## src/verilog/hwpe_pkg.sv

```systemverilog
// Shared types, register map and engine states, imported by every module of the processing engine
package hwpe_pkg;

  ////////////////////////////////////////////////////////////
  // Vector types
  ////////////////////////////////////////////////////////////

  // Word address on the memory bus
  typedef logic [29:0] addr_t;
  // Memory and register data word
  typedef logic [31:0] data_t;
  // One enable per byte lane
  typedef logic [3:0]  be_t;
  // Requester tag, echoed back with the response
  typedef logic [1:0]  tag_t;
  // Configuration register index
  typedef logic [2:0]  reg_addr_t;
  // Vector length in elements
  typedef logic [15:0] len_t;

  ////////////////////////////////////////////////////////////
  // Register map
  ////////////////////////////////////////////////////////////

  localparam reg_addr_t REG_SRC    = 3'd0;
  localparam reg_addr_t REG_DST    = 3'd1;
  localparam reg_addr_t REG_LEN    = 3'd2;
  localparam reg_addr_t REG_COEFF  = 3'd3;
  localparam reg_addr_t REG_OFFSET = 3'd4;
  // Write only, bit 0 starts a job
  localparam reg_addr_t REG_CTRL   = 3'd5;
  // Read only, bit 0 busy, bit 1 done, bit 2 err
  localparam reg_addr_t REG_STATUS = 3'd6;

  ////////////////////////////////////////////////////////////
  // Engine FSM
  ////////////////////////////////////////////////////////////

  typedef enum logic [2:0] {
    IDLE,
    RD_REQ,
    RD_WAIT,
    WR_REQ,
    DONE
  } engine_state_t;

endpackage

```

## src/verilog/hwpe_engine.sv

```systemverilog
// Scaling engine FSM: streams a vector through memory port 0, computing x*coeff+offset per element
`timescale 1ns/100ps

module hwpe_engine (
  input  logic            clk,
  input  logic            rst_n,
  input  logic            start_i,
  input  hwpe_pkg::addr_t src_addr_i,
  input  hwpe_pkg::addr_t dst_addr_i,
  input  hwpe_pkg::len_t  len_i,
  input  hwpe_pkg::data_t coeff_i,
  input  hwpe_pkg::data_t offset_i,
  input  logic            mem_gnt_i,
  input  hwpe_pkg::data_t mem_rdata_i,
  input  logic            mem_valid_i,
  input  logic            mem_err_i,
  output logic            busy_o,
  output logic            done_o,
  output logic            job_err_o,
  output logic            mem_req_o,
  output hwpe_pkg::addr_t mem_add_o,
  output logic            mem_opc_o,
  output hwpe_pkg::be_t   mem_be_o,
  output hwpe_pkg::data_t mem_wdata_o
);

  import hwpe_pkg::*;

  engine_state_t state_q;
  // Element index within the job
  len_t          idx_q;
  logic          err_q;
  // A write was granted last cycle, its error may come back now
  logic          wr_pend_q;
  logic          wr_err;
  logic          done_q;
  logic          job_err_q;
  // Scaled element waiting to be written
  data_t         result_q;

  assign wr_err = wr_pend_q && mem_valid_i && mem_err_i;

  ////////////////////////////////////////////////////////////
  // State machine
  ////////////////////////////////////////////////////////////

  always_ff @(posedge clk) begin
    if (!rst_n) begin
      state_q   <= IDLE;
      idx_q     <= '0;
      err_q     <= 1'b0;
      wr_pend_q <= 1'b0;
      done_q    <= 1'b0;
      job_err_q <= 1'b0;
    end else begin
      wr_pend_q <= (state_q == WR_REQ) && mem_gnt_i;
      // Completion pulses follow the DONE cycle
      done_q    <= (state_q == DONE);
      job_err_q <= (state_q == DONE) && (err_q || wr_err);
      case (state_q)
        IDLE: begin
          // A start while busy never reaches here
          if (start_i) begin
            idx_q   <= '0;
            err_q   <= 1'b0;
            state_q <= (len_i == '0) ? DONE : RD_REQ;
          end
        end
        RD_REQ: begin
          if (wr_err) begin
            err_q   <= 1'b1;
            state_q <= DONE;
          end else if (mem_gnt_i) begin
            state_q <= RD_WAIT;
          end
        end
        RD_WAIT: begin
          if (mem_valid_i) begin
            if (mem_err_i) begin
              err_q   <= 1'b1;
              state_q <= DONE;
            end else begin
              state_q <= WR_REQ;
            end
          end
        end
        WR_REQ: begin
          if (mem_gnt_i) begin
            if (idx_q == len_i - 16'd1) begin
              state_q <= DONE;
            end else begin
              idx_q   <= idx_q + 16'd1;
              state_q <= RD_REQ;
            end
          end
        end
        DONE: begin
          state_q <= IDLE;
        end
        default: state_q <= IDLE;
      endcase
    end
  end

  // Scale: low 32 bits of data*coeff+offset
  always_ff @(posedge clk) begin
    if (state_q == RD_WAIT && mem_valid_i) begin
      result_q <= mem_rdata_i * coeff_i + offset_i;
    end
  end

  ////////////////////////////////////////////////////////////
  // Memory request
  ////////////////////////////////////////////////////////////

  // No read is raised once a write error is seen
  assign mem_req_o   = ((state_q == RD_REQ) && !wr_err) || (state_q == WR_REQ);
  assign mem_opc_o   = (state_q == WR_REQ);
  assign mem_add_o   = (state_q == WR_REQ) ? dst_addr_i + addr_t'(idx_q)
                                           : src_addr_i + addr_t'(idx_q);
  assign mem_be_o    = 4'hF;
  assign mem_wdata_o = result_q;

  assign busy_o    = (state_q != IDLE);
  assign done_o    = done_q;
  assign job_err_o = job_err_q;

  // Request held unchanged through a withheld grant
  a_req_stable: assert property (@(posedge clk) disable iff (!rst_n)
    mem_req_o && !mem_gnt_i |=> mem_req_o && $stable(mem_add_o) && $stable(mem_opc_o)
      && $stable(mem_wdata_o));

  // Responses only follow a grant
  a_valid_after_gnt: assert property (@(posedge clk) disable iff (!rst_n)
    mem_valid_i |-> $past(mem_req_o && mem_gnt_i));

  // A read always answers in RD_WAIT
  a_valid_in_rd_wait: assert property (@(posedge clk) disable iff (!rst_n)
    (state_q == RD_WAIT) |-> mem_valid_i);

endmodule

```

## src/verilog/hwpe_regfile.sv

```systemverilog
// Host-visible job and status registers; decodes control writes into the engine start pulse
`timescale 1ns/100ps

module hwpe_regfile (
  input  logic                clk,
  input  logic                rst_n,
  input  logic                cfg_we_i,
  input  hwpe_pkg::reg_addr_t cfg_addr_i,
  input  hwpe_pkg::data_t     cfg_wdata_i,
  input  logic                busy_i,
  input  logic                done_i,
  input  logic                job_err_i,
  output hwpe_pkg::data_t     cfg_rdata_o,
  output hwpe_pkg::addr_t     src_addr_o,
  output hwpe_pkg::addr_t     dst_addr_o,
  output hwpe_pkg::len_t      len_o,
  output hwpe_pkg::data_t     coeff_o,
  output hwpe_pkg::data_t     offset_o,
  output logic                start_o
);

  import hwpe_pkg::*;

  addr_t src_q;
  addr_t dst_q;
  len_t  len_q;
  data_t coeff_q;
  data_t offset_q;
  logic  start_q;
  // Sticky status bits
  logic  done_q;
  logic  err_q;

  ////////////////////////////////////////////////////////////
  // Register writes
  ////////////////////////////////////////////////////////////

  always_ff @(posedge clk) begin
    if (!rst_n) begin
      src_q    <= '0;
      dst_q    <= '0;
      len_q    <= '0;
      coeff_q  <= '0;
      offset_q <= '0;
      start_q  <= 1'b0;
    end else begin
      // Start pulse lasts exactly one cycle
      start_q <= cfg_we_i && (cfg_addr_i == REG_CTRL) && cfg_wdata_i[0];
      if (cfg_we_i) begin
        case (cfg_addr_i)
          REG_SRC:    src_q    <= cfg_wdata_i[29:0];
          REG_DST:    dst_q    <= cfg_wdata_i[29:0];
          REG_LEN:    len_q    <= cfg_wdata_i[15:0];
          REG_COEFF:  coeff_q  <= cfg_wdata_i;
          REG_OFFSET: offset_q <= cfg_wdata_i;
          default:    ;
        endcase
      end
    end
  end

  // Done and err held until the next start
  always_ff @(posedge clk) begin
    if (!rst_n) begin
      done_q <= 1'b0;
      err_q  <= 1'b0;
    end else if (start_q) begin
      done_q <= 1'b0;
      err_q  <= 1'b0;
    end else begin
      if (done_i) done_q <= 1'b1;
      if (job_err_i) err_q <= 1'b1;
    end
  end

  ////////////////////////////////////////////////////////////
  // Read mux
  ////////////////////////////////////////////////////////////

  always_comb begin
    case (cfg_addr_i)
      REG_SRC:    cfg_rdata_o = {2'b00, src_q};
      REG_DST:    cfg_rdata_o = {2'b00, dst_q};
      REG_LEN:    cfg_rdata_o = {16'h0000, len_q};
      REG_COEFF:  cfg_rdata_o = coeff_q;
      REG_OFFSET: cfg_rdata_o = offset_q;
      REG_STATUS: cfg_rdata_o = {29'd0, err_q, done_q, busy_i};
      // Control reads back as zero
      default:    cfg_rdata_o = '0;
    endcase
  end

  assign src_addr_o = src_q;
  assign dst_addr_o = dst_q;
  assign len_o      = len_q;
  assign coeff_o    = coeff_q;
  assign offset_o   = offset_q;
  assign start_o    = start_q;

  // Engine reports completion only after a busy cycle
  a_done_after_busy: assert property (@(posedge clk) disable iff (!rst_n)
    done_i |-> $past(busy_i));

endmodule

```

## src/verilog/hwpe_top.sv

```systemverilog
// Top level of the processing engine: register block, scaling engine and shared memory
`timescale 1ns/100ps

module hwpe_top #(
  parameter int unsigned MEM_WORDS    = 64,
  parameter logic [31:0] BASE_ADDR    = 32'h0000_1000,
  parameter logic [7:0]  STALL_THRESH = 8'd26
) (
  input  logic                clk,
  input  logic                rst_n,
  // Host configuration
  input  logic                cfg_we_i,
  input  hwpe_pkg::reg_addr_t cfg_addr_i,
  input  hwpe_pkg::data_t     cfg_wdata_i,
  output hwpe_pkg::data_t     cfg_rdata_o,
  // Host memory port
  input  logic                mem_req_i,
  input  hwpe_pkg::addr_t     mem_add_i,
  input  logic                mem_opc_i,
  input  hwpe_pkg::be_t       mem_be_i,
  input  hwpe_pkg::data_t     mem_wdata_i,
  input  hwpe_pkg::tag_t      mem_src_i,
  output logic                mem_gnt_o,
  output hwpe_pkg::data_t     mem_rdata_o,
  output logic                mem_valid_o,
  output logic                mem_err_o,
  output hwpe_pkg::tag_t      mem_src_o,
  // Job completion event
  output logic                evt_o
);

  import hwpe_pkg::*;

  // Job setup
  addr_t src_addr, dst_addr;
  len_t  len;
  data_t coeff, offset;
  logic  start, busy, done, job_err;

  // Engine to memory port 0
  logic  eng_req, eng_opc, eng_gnt, eng_valid, eng_err;
  addr_t eng_add;
  be_t   eng_be;
  data_t eng_wdata, eng_rdata;

  hwpe_regfile u_regfile (
    .clk(clk), .rst_n(rst_n),
    .cfg_we_i(cfg_we_i), .cfg_addr_i(cfg_addr_i), .cfg_wdata_i(cfg_wdata_i),
    .busy_i(busy), .done_i(done), .job_err_i(job_err),
    .cfg_rdata_o(cfg_rdata_o), .src_addr_o(src_addr), .dst_addr_o(dst_addr),
    .len_o(len), .coeff_o(coeff), .offset_o(offset), .start_o(start)
  );

  hwpe_engine u_engine (
    .clk(clk), .rst_n(rst_n), .start_i(start),
    .src_addr_i(src_addr), .dst_addr_i(dst_addr), .len_i(len),
    .coeff_i(coeff), .offset_i(offset),
    .mem_gnt_i(eng_gnt), .mem_rdata_i(eng_rdata), .mem_valid_i(eng_valid),
    .mem_err_i(eng_err), .busy_o(busy), .done_o(done), .job_err_o(job_err),
    .mem_req_o(eng_req), .mem_add_o(eng_add), .mem_opc_o(eng_opc),
    .mem_be_o(eng_be), .mem_wdata_o(eng_wdata)
  );

  // Engine tag fixed at zero, its echo unused
  tcdm_memory #(
    .MEM_WORDS(MEM_WORDS), .BASE_ADDR(BASE_ADDR), .STALL_THRESH(STALL_THRESH)
  ) u_memory (
    .clk(clk), .rst_n(rst_n),
    .p0_req_i(eng_req), .p0_add_i(eng_add), .p0_opc_i(eng_opc), .p0_be_i(eng_be),
    .p0_din_i(eng_wdata), .p0_src_i(2'b00), .p0_gnt_o(eng_gnt), .p0_dout_o(eng_rdata),
    .p0_valid_o(eng_valid), .p0_err_o(eng_err), .p0_src_o(),
    .p1_req_i(mem_req_i), .p1_add_i(mem_add_i), .p1_opc_i(mem_opc_i), .p1_be_i(mem_be_i),
    .p1_din_i(mem_wdata_i), .p1_src_i(mem_src_i), .p1_gnt_o(mem_gnt_o),
    .p1_dout_o(mem_rdata_o), .p1_valid_o(mem_valid_o), .p1_err_o(mem_err_o),
    .p1_src_o(mem_src_o)
  );

  assign evt_o = done;

endmodule

```

## src/verilog/tcdm_memory.sv

```systemverilog
// Two-port word memory with LFSR grant stalls on port 0, host priority, byte enables and range errors
`timescale 1ns/100ps

module tcdm_memory #(
  parameter int unsigned MEM_WORDS    = 64,
  parameter logic [31:0] BASE_ADDR    = 32'h0000_1000,
  parameter logic [7:0]  STALL_THRESH = 8'd26
) (
  input  logic            clk,
  input  logic            rst_n,
  // Port 0, engine side
  input  logic            p0_req_i,
  input  hwpe_pkg::addr_t p0_add_i,
  input  logic            p0_opc_i,
  input  hwpe_pkg::be_t   p0_be_i,
  input  hwpe_pkg::data_t p0_din_i,
  input  hwpe_pkg::tag_t  p0_src_i,
  output logic            p0_gnt_o,
  output hwpe_pkg::data_t p0_dout_o,
  output logic            p0_valid_o,
  output logic            p0_err_o,
  output hwpe_pkg::tag_t  p0_src_o,
  // Port 1, host side
  input  logic            p1_req_i,
  input  hwpe_pkg::addr_t p1_add_i,
  input  logic            p1_opc_i,
  input  hwpe_pkg::be_t   p1_be_i,
  input  hwpe_pkg::data_t p1_din_i,
  input  hwpe_pkg::tag_t  p1_src_i,
  output logic            p1_gnt_o,
  output hwpe_pkg::data_t p1_dout_o,
  output logic            p1_valid_o,
  output logic            p1_err_o,
  output hwpe_pkg::tag_t  p1_src_o
);

  import hwpe_pkg::*;

  localparam int    IDX_W     = (MEM_WORDS > 1) ? $clog2(MEM_WORDS) : 1;
  localparam addr_t BASE_WORD = addr_t'(BASE_ADDR >> 2);

  data_t       mem_q [MEM_WORDS];
  logic [15:0] lfsr_q;
  logic        stall;

  // Per-port views, index 0 engine, index 1 host
  logic [1:0] req, opc, gnt, acc, in_rng;
  addr_t      add [2];
  addr_t      idx [2];
  be_t        be  [2];
  data_t      din [2];
  tag_t       src [2];
  data_t      dout_q [2];
  tag_t       src_q  [2];
  logic [1:0] valid_q, err_q;

  assign req    = {p1_req_i, p0_req_i};
  assign opc    = {p1_opc_i, p0_opc_i};
  assign add[0] = p0_add_i;
  assign add[1] = p1_add_i;
  assign be[0]  = p0_be_i;
  assign be[1]  = p1_be_i;
  assign din[0] = p0_din_i;
  assign din[1] = p1_din_i;
  assign src[0] = p0_src_i;
  assign src[1] = p1_src_i;

  ////////////////////////////////////////////////////////////
  // Stall generator and arbitration
  ////////////////////////////////////////////////////////////

  // Maximal-length 16-bit LFSR, taps 16 14 13 11
  always_ff @(posedge clk) begin
    if (!rst_n) lfsr_q <= 16'hACE1;
    else        lfsr_q <= {lfsr_q[14:0], lfsr_q[15] ^ lfsr_q[13] ^ lfsr_q[12] ^ lfsr_q[10]};
  end

  assign stall  = (lfsr_q[7:0] < STALL_THRESH);
  // Host always wins
  assign gnt[1] = req[1];
  assign gnt[0] = req[0] && !req[1] && !stall;
  assign acc    = req & gnt;

  // Below the base the difference wraps high and fails the check
  always_comb begin
    for (int p = 0; p < 2; p++) begin
      idx[p]    = add[p] - BASE_WORD;
      in_rng[p] = (idx[p] < addr_t'(MEM_WORDS));
    end
  end

  ////////////////////////////////////////////////////////////
  // Array access and responses
  ////////////////////////////////////////////////////////////

  always_ff @(posedge clk) begin
    for (int p = 0; p < 2; p++) begin
      if (acc[p] && opc[p] && in_rng[p]) begin
        for (int b = 0; b < 4; b++) begin
          if (be[p][b]) mem_q[idx[p][IDX_W-1:0]][8*b +: 8] <= din[p][8*b +: 8];
        end
      end
      // Out-of-range accesses answer with zero
      if (acc[p] && (!opc[p] || !in_rng[p])) begin
        dout_q[p] <= in_rng[p] ? mem_q[idx[p][IDX_W-1:0]] : '0;
      end
      if (acc[p]) src_q[p] <= src[p];
    end
  end

  // Reads and dropped writes give valid one cycle later
  always_ff @(posedge clk) begin
    if (!rst_n) begin
      valid_q <= '0;
      err_q   <= '0;
    end else begin
      valid_q <= acc & (~opc | ~in_rng);
      err_q   <= acc & ~in_rng;
    end
  end

  assign p0_gnt_o   = gnt[0];
  assign p0_dout_o  = dout_q[0];
  assign p0_valid_o = valid_q[0];
  assign p0_err_o   = err_q[0];
  assign p0_src_o   = src_q[0];
  assign p1_gnt_o   = gnt[1];
  assign p1_dout_o  = dout_q[1];
  assign p1_valid_o = valid_q[1];
  assign p1_err_o   = err_q[1];
  assign p1_src_o   = src_q[1];

  a_one_grant: assert property (@(posedge clk) disable iff (!rst_n) !(gnt[0] && gnt[1]));

endmodule
```

## config.mk

```make
export PLATFORM = sky130hd
export DESIGN_NAME = hwpe_top
export DESIGN_NICKNAME = d
export VERILOG_FILES = /design/src/verilog/hwpe_pkg.sv /design/src/verilog/hwpe_engine.sv /design/src/verilog/hwpe_regfile.sv /design/src/verilog/hwpe_top.sv /design/src/verilog/tcdm_memory.sv
export SDC_FILE = /design/constraint.sdc
export NUM_CORES = 2
export LEC_CHECK = 0
export BUFFER_PORTS_ARGS = -buffer_cell sky130_fd_sc_hd__buf_4
export CORE_AREA = 8 8 513 515
export CTS_CLUSTER_SIZE = 14
export DETAILED_ROUTE_END_ITERATION = 7
export DIE_AREA = 0 0 521 523
export PLACE_DENSITY = 0.68
export SKIP_CTS_REPAIR_TIMING = 1
export SYNTH_ARGS = -nofsm -noshare
export SYNTH_HDL_FRONTEND = slang
export SYNTH_SLANG_ARGS = --single-unit
```

## constraint.sdc

```tcl
create_clock -name clk -period 6.8 [get_ports clk]
set_clock_uncertainty 0.1 [all_clocks]
set_input_delay 0.34 -clock clk [delete_from_list [all_inputs] [get_ports clk]]
set_output_delay 0.34 -clock clk [all_outputs]
set_load 0.005 [all_outputs]
```

==> metrics <==
outcome=finished with violations; failing checks=setup timing; post-route setup slack=-354 ps; xor and xnor area share after synthesis=0.00989; post-route cell area=144000 um^2; Gate power share=0.103; DP Worst Slack=-457 ps; Die Wd=521 um; Final nets=9340; routed via count=81300; Leak Pwr=49.6 nW; hold_sp=mem_wdata_i[9]; unrepaired setup endpoints after global routing=yes; Tmin final=7150 ps; Slew HR=0.158; number of synthesized flops with an enable pin=2146; Peak supply drop=320 uV; CTS buffer count=238; WP buf/inv=8; CTS Buffer Depth=3; stages on the worst setup path=25; R2R setup slack=-350 ps; number of max-cap violations=0; complex-gate fraction of the synthesized area=0.0398; CTS root buf=clkbuf_16; Hold Crit Class=in -> reg; r2r startpoint=u_regfile.coeff_o[7]$_SDFFE_PN0P_; FMAX=0.140 GHz; RePlAce Congestion=0.916; synthesized instance count=8210; post-synthesis mux area share=0.215; Area Overhead vs Synth=14.0%; WL/cell=32.3 um; Die Footprint=272000 um^2; Yosys reg bits=2332; fraction of power consumed by sequential logic=0.481; most frequent cell on the critical path=fa_1; Synth top area share=0.509; fill cell count=19400; Initial Utilization=0.496; FP Rows=186; detailed-route DRC error count=0; global-route wire length before repair=571000 um; synth top area cells=edfxtp_1, mux4_2, fa_1; Crit. End Element=flop; max-slew violations=0; Synth cell types=78; Hold EP=u_memory.mem_q[8][9]$_DFFE_PP_; Req. time, crit path=7350 ps; PD cells=224 nW/um^2; Initial DRC Count=11200; Hold Vio Cnt, Final=0; Crit Path Category=reg -> reg; CTS Sinks=2332; largest net degree at the start of global routing=109; CP max stage delay=590 ps; largest family of logic cells by synthesized area=multiplexers; worst r2r dst=u_engine.mem_wdata_o[27]$_DFFE_PP_; Synth Area in Simple Gates=0.0791; worst-case reg-to-reg path depth=25; Post-Syn Area=127000 um^2; Net Switching=0.00771 W; placed instance area=135000 um^2; initial antenna violation count=15; gr ovfl total=0; Core ar.=255000 um^2; Mapped Nets=8900; final setup fails=8; HPWL after DPL=270000 um; IO Pins=178; sequential element share of the synthesized area=0.538; crit start category=flop; synth warn=0; Vias/cell=6.63; Total GRT Usage=0.284; Pre-antenna DRT Iters=8; worst hold path depth=3; Tcrit/Tclk final=1.05; clk_lat worst skew=940 ps; syn avg cell area=15.4 um^2; Setup TNS=-1900 ps; clock share of power=0.416; Reg clk slew, reported paths=60 ps; vias in the first global route=81500; Post-Synth Adder-Cell Area=0.0835; Inst Count DP=11700; CTS tree=done; final WL=395000 um; Most used DFF post-synth=edfxtp_1; H-tree Lvls=4; largest area contributor in the netlist=edfxtp_1; family with the most delay on the worst path=adder cells; internal power=0.0246 W; Port Buffers=177; fraction of registers with async set/reset=0; Worst Tran Pin Value=1260 ps; worst-path fanout max=17; Max stage delay cell, worst path=fa_1; Die H=523 um; WP data arrival=7700 ps; Final ANT Viol Nets=0; layout cells sized above 1=0.284; Finished Layout Cells=12200; Sw Ratio=0.239
worst max path at each step:
stage	from	to	slack, ps
final	u_regfile.coeff_o[7]$_SDFFE_PN0P_	u_engine.mem_wdata_o[27]$_DFFE_PP_	-350
after global routing	u_memory.dout_q[0][12]$_SDFFCE_PP0P_	u_engine.mem_wdata_o[29]$_DFFE_PP_	-530
after CTS	u_regfile.coeff_o[0]$_SDFFE_PN0P_	u_engine.mem_wdata_o[31]$_DFFE_PP_	-520
after detailed placement	u_regfile.coeff_o[0]$_SDFFE_PN0P_	u_engine.mem_wdata_o[31]$_DFFE_PP_	-460
after global placement	u_regfile.coeff_o[0]$_SDFFE_PN0P_	u_engine.mem_wdata_o[31]$_DFFE_PP_	-440
after floorplan	u_memory.dout_q[0][12]$_SDFFCE_PP0P_	u_engine.mem_wdata_o[31]$_DFFE_PP_	-90
cells in the mapped netlist (7+ instances only):
master,n
nor3_2,19
inv_1,526
nor2_1,191
nor2b_1,44
ha_1,143
and3_1,49
a21oi_1,90
a21boi_0,144
mux2i_1,31
o21ai_0,41
dfxtp_1,186
xor2_1,41
o211ai_1,11
nand4_1,21
o22ai_1,11
xnor2_1,102
nand3_1,42
or2_2,16
a211oi_1,135
buf_2,16
a31oi_1,72
a211o_1,35
fa_1,439
and2_1,485
nor3_1,160
a22oi_1,31
nand2_1,990
clkbuf_1,455
o21a_1,10
a21o_1,9
nand2b_1,18
mux4_2,1191
nor4_1,11
edfxtp_1,2146
o31ai_1,7
buf_1,137
a311oi_1,64
power groups by stage:
stage                     Combinational, W  Clock (W)  Sequential, W
after floorplan                    0.00203          0         0.0158
after CTS                          0.00321     0.0135         0.0155
final                              0.00334     0.0134         0.0155
after detailed placement           0.00316          0         0.0158
after global routing               0.00357     0.0140         0.0155
after global placement             0.00316          0         0.0158
cells in the final DEF (no fill, tap or decap), drive strengths merged, types with 44 or more instances in the layout:
cell	Yosys	layout
edfxtp	2146	2146
a31oi	72	72
and2	487	487
a21boi	144	144
nand2	990	990
inv	527	537
a21oi	90	90
nor2	191	191
clkinv	0	105
nor2b	44	44
and3	49	49
clkbuf	458	283
a211oi	135	135
a311oi	65	65
nor3	179	179
buf	162	778
ha	143	143
mux4	1191	1191
fa	439	439
xnor2	102	102
dfxtp	186	186
logic make-up (layout without fill, tap and decap cells):
logic type      Yosys count  after routing
flops                  2332           2332
simple gates           2088           2088
mux                    1225           1225
buf+inv                1147           1790
compound gates          693            693
fa+ha+maj               582            582
xor+xnor                143            143
other cells               0             12
state kept, by name, indices dropped and copies added (netlist names), 3 cells and up:
| name | count |
|---|---|
| u_engine.mem_wdata_o | 32 |
| u_regfile.offset_o | 32 |
| u_regfile.coeff_o | 32 |
| u_engine.state_q | 3 |
| u_memory.dout_q | 64 |
| u_memory.mem_q | 2048 |
| u_regfile.src_addr_o | 30 |
| u_memory.lfsr_q | 16 |
| u_engine.idx_q | 16 |
| u_regfile.len_o | 16 |
| u_regfile.dst_addr_o | 30 |
layer usage:
layer / vias up / wire length, um / share of wire / track usage
met1: 42300 / 143000 / 0.36 / 0.376
met4: 12 / 20000 / 0.051 / 0.125
met5: - / 78 / 0.00020 / 0
met2: 5867 / 187000 / 0.47 / 0.453
met3: 858 / 44900 / 0.11 / 0.0693
li1: 32200 / - / - / -
cell type report:
cell class	instances	area, um^2	share of cell area
clock buffer	283	6180	0.0429
timing repair buffer	820	7130	0.0494
inverter	527	1980	0.0137
multi-input combinational	4731	54700	0.379
tap	3384	4230	0.0293
sequential	2332	68200	0.473
antenna	12	30.0	0.000208
clock inverter	160	1830	0.0127
metrics by stage:
stage,util,power [W],hold slack (ps)
floorplan,-,0.0178,286
global placement,0.530,0.0190,296
detailed placement,0.530,0.0190,303
CTS,0.561,0.0322,-546
global route,0.565,0.0331,29.8
finish,0.565,0.0323,30.0
worst reg2reg max path, stage by stage (launching register included):
cell	delay (ps)
dfxtp_2	340
buf_12	150
and2_1	170
fa_1	570
fa_1	450
fa_1	590
inv_2	60
fa_1	530
inv_1	50
fa_1	490
inv_1	60
fa_1	490
inv_2	40
fa_1	480
inv_2	40
fa_1	480
inv_2	50
ha_4	280
nand3_2	90
or3_4	380
o211ai_1	330
a31oi_2	190
buf_4	190
o21bai_1	120
a21oi_1	90
xnor2_1	120
No activity file was read; power rests on OpenSTA's default activity.
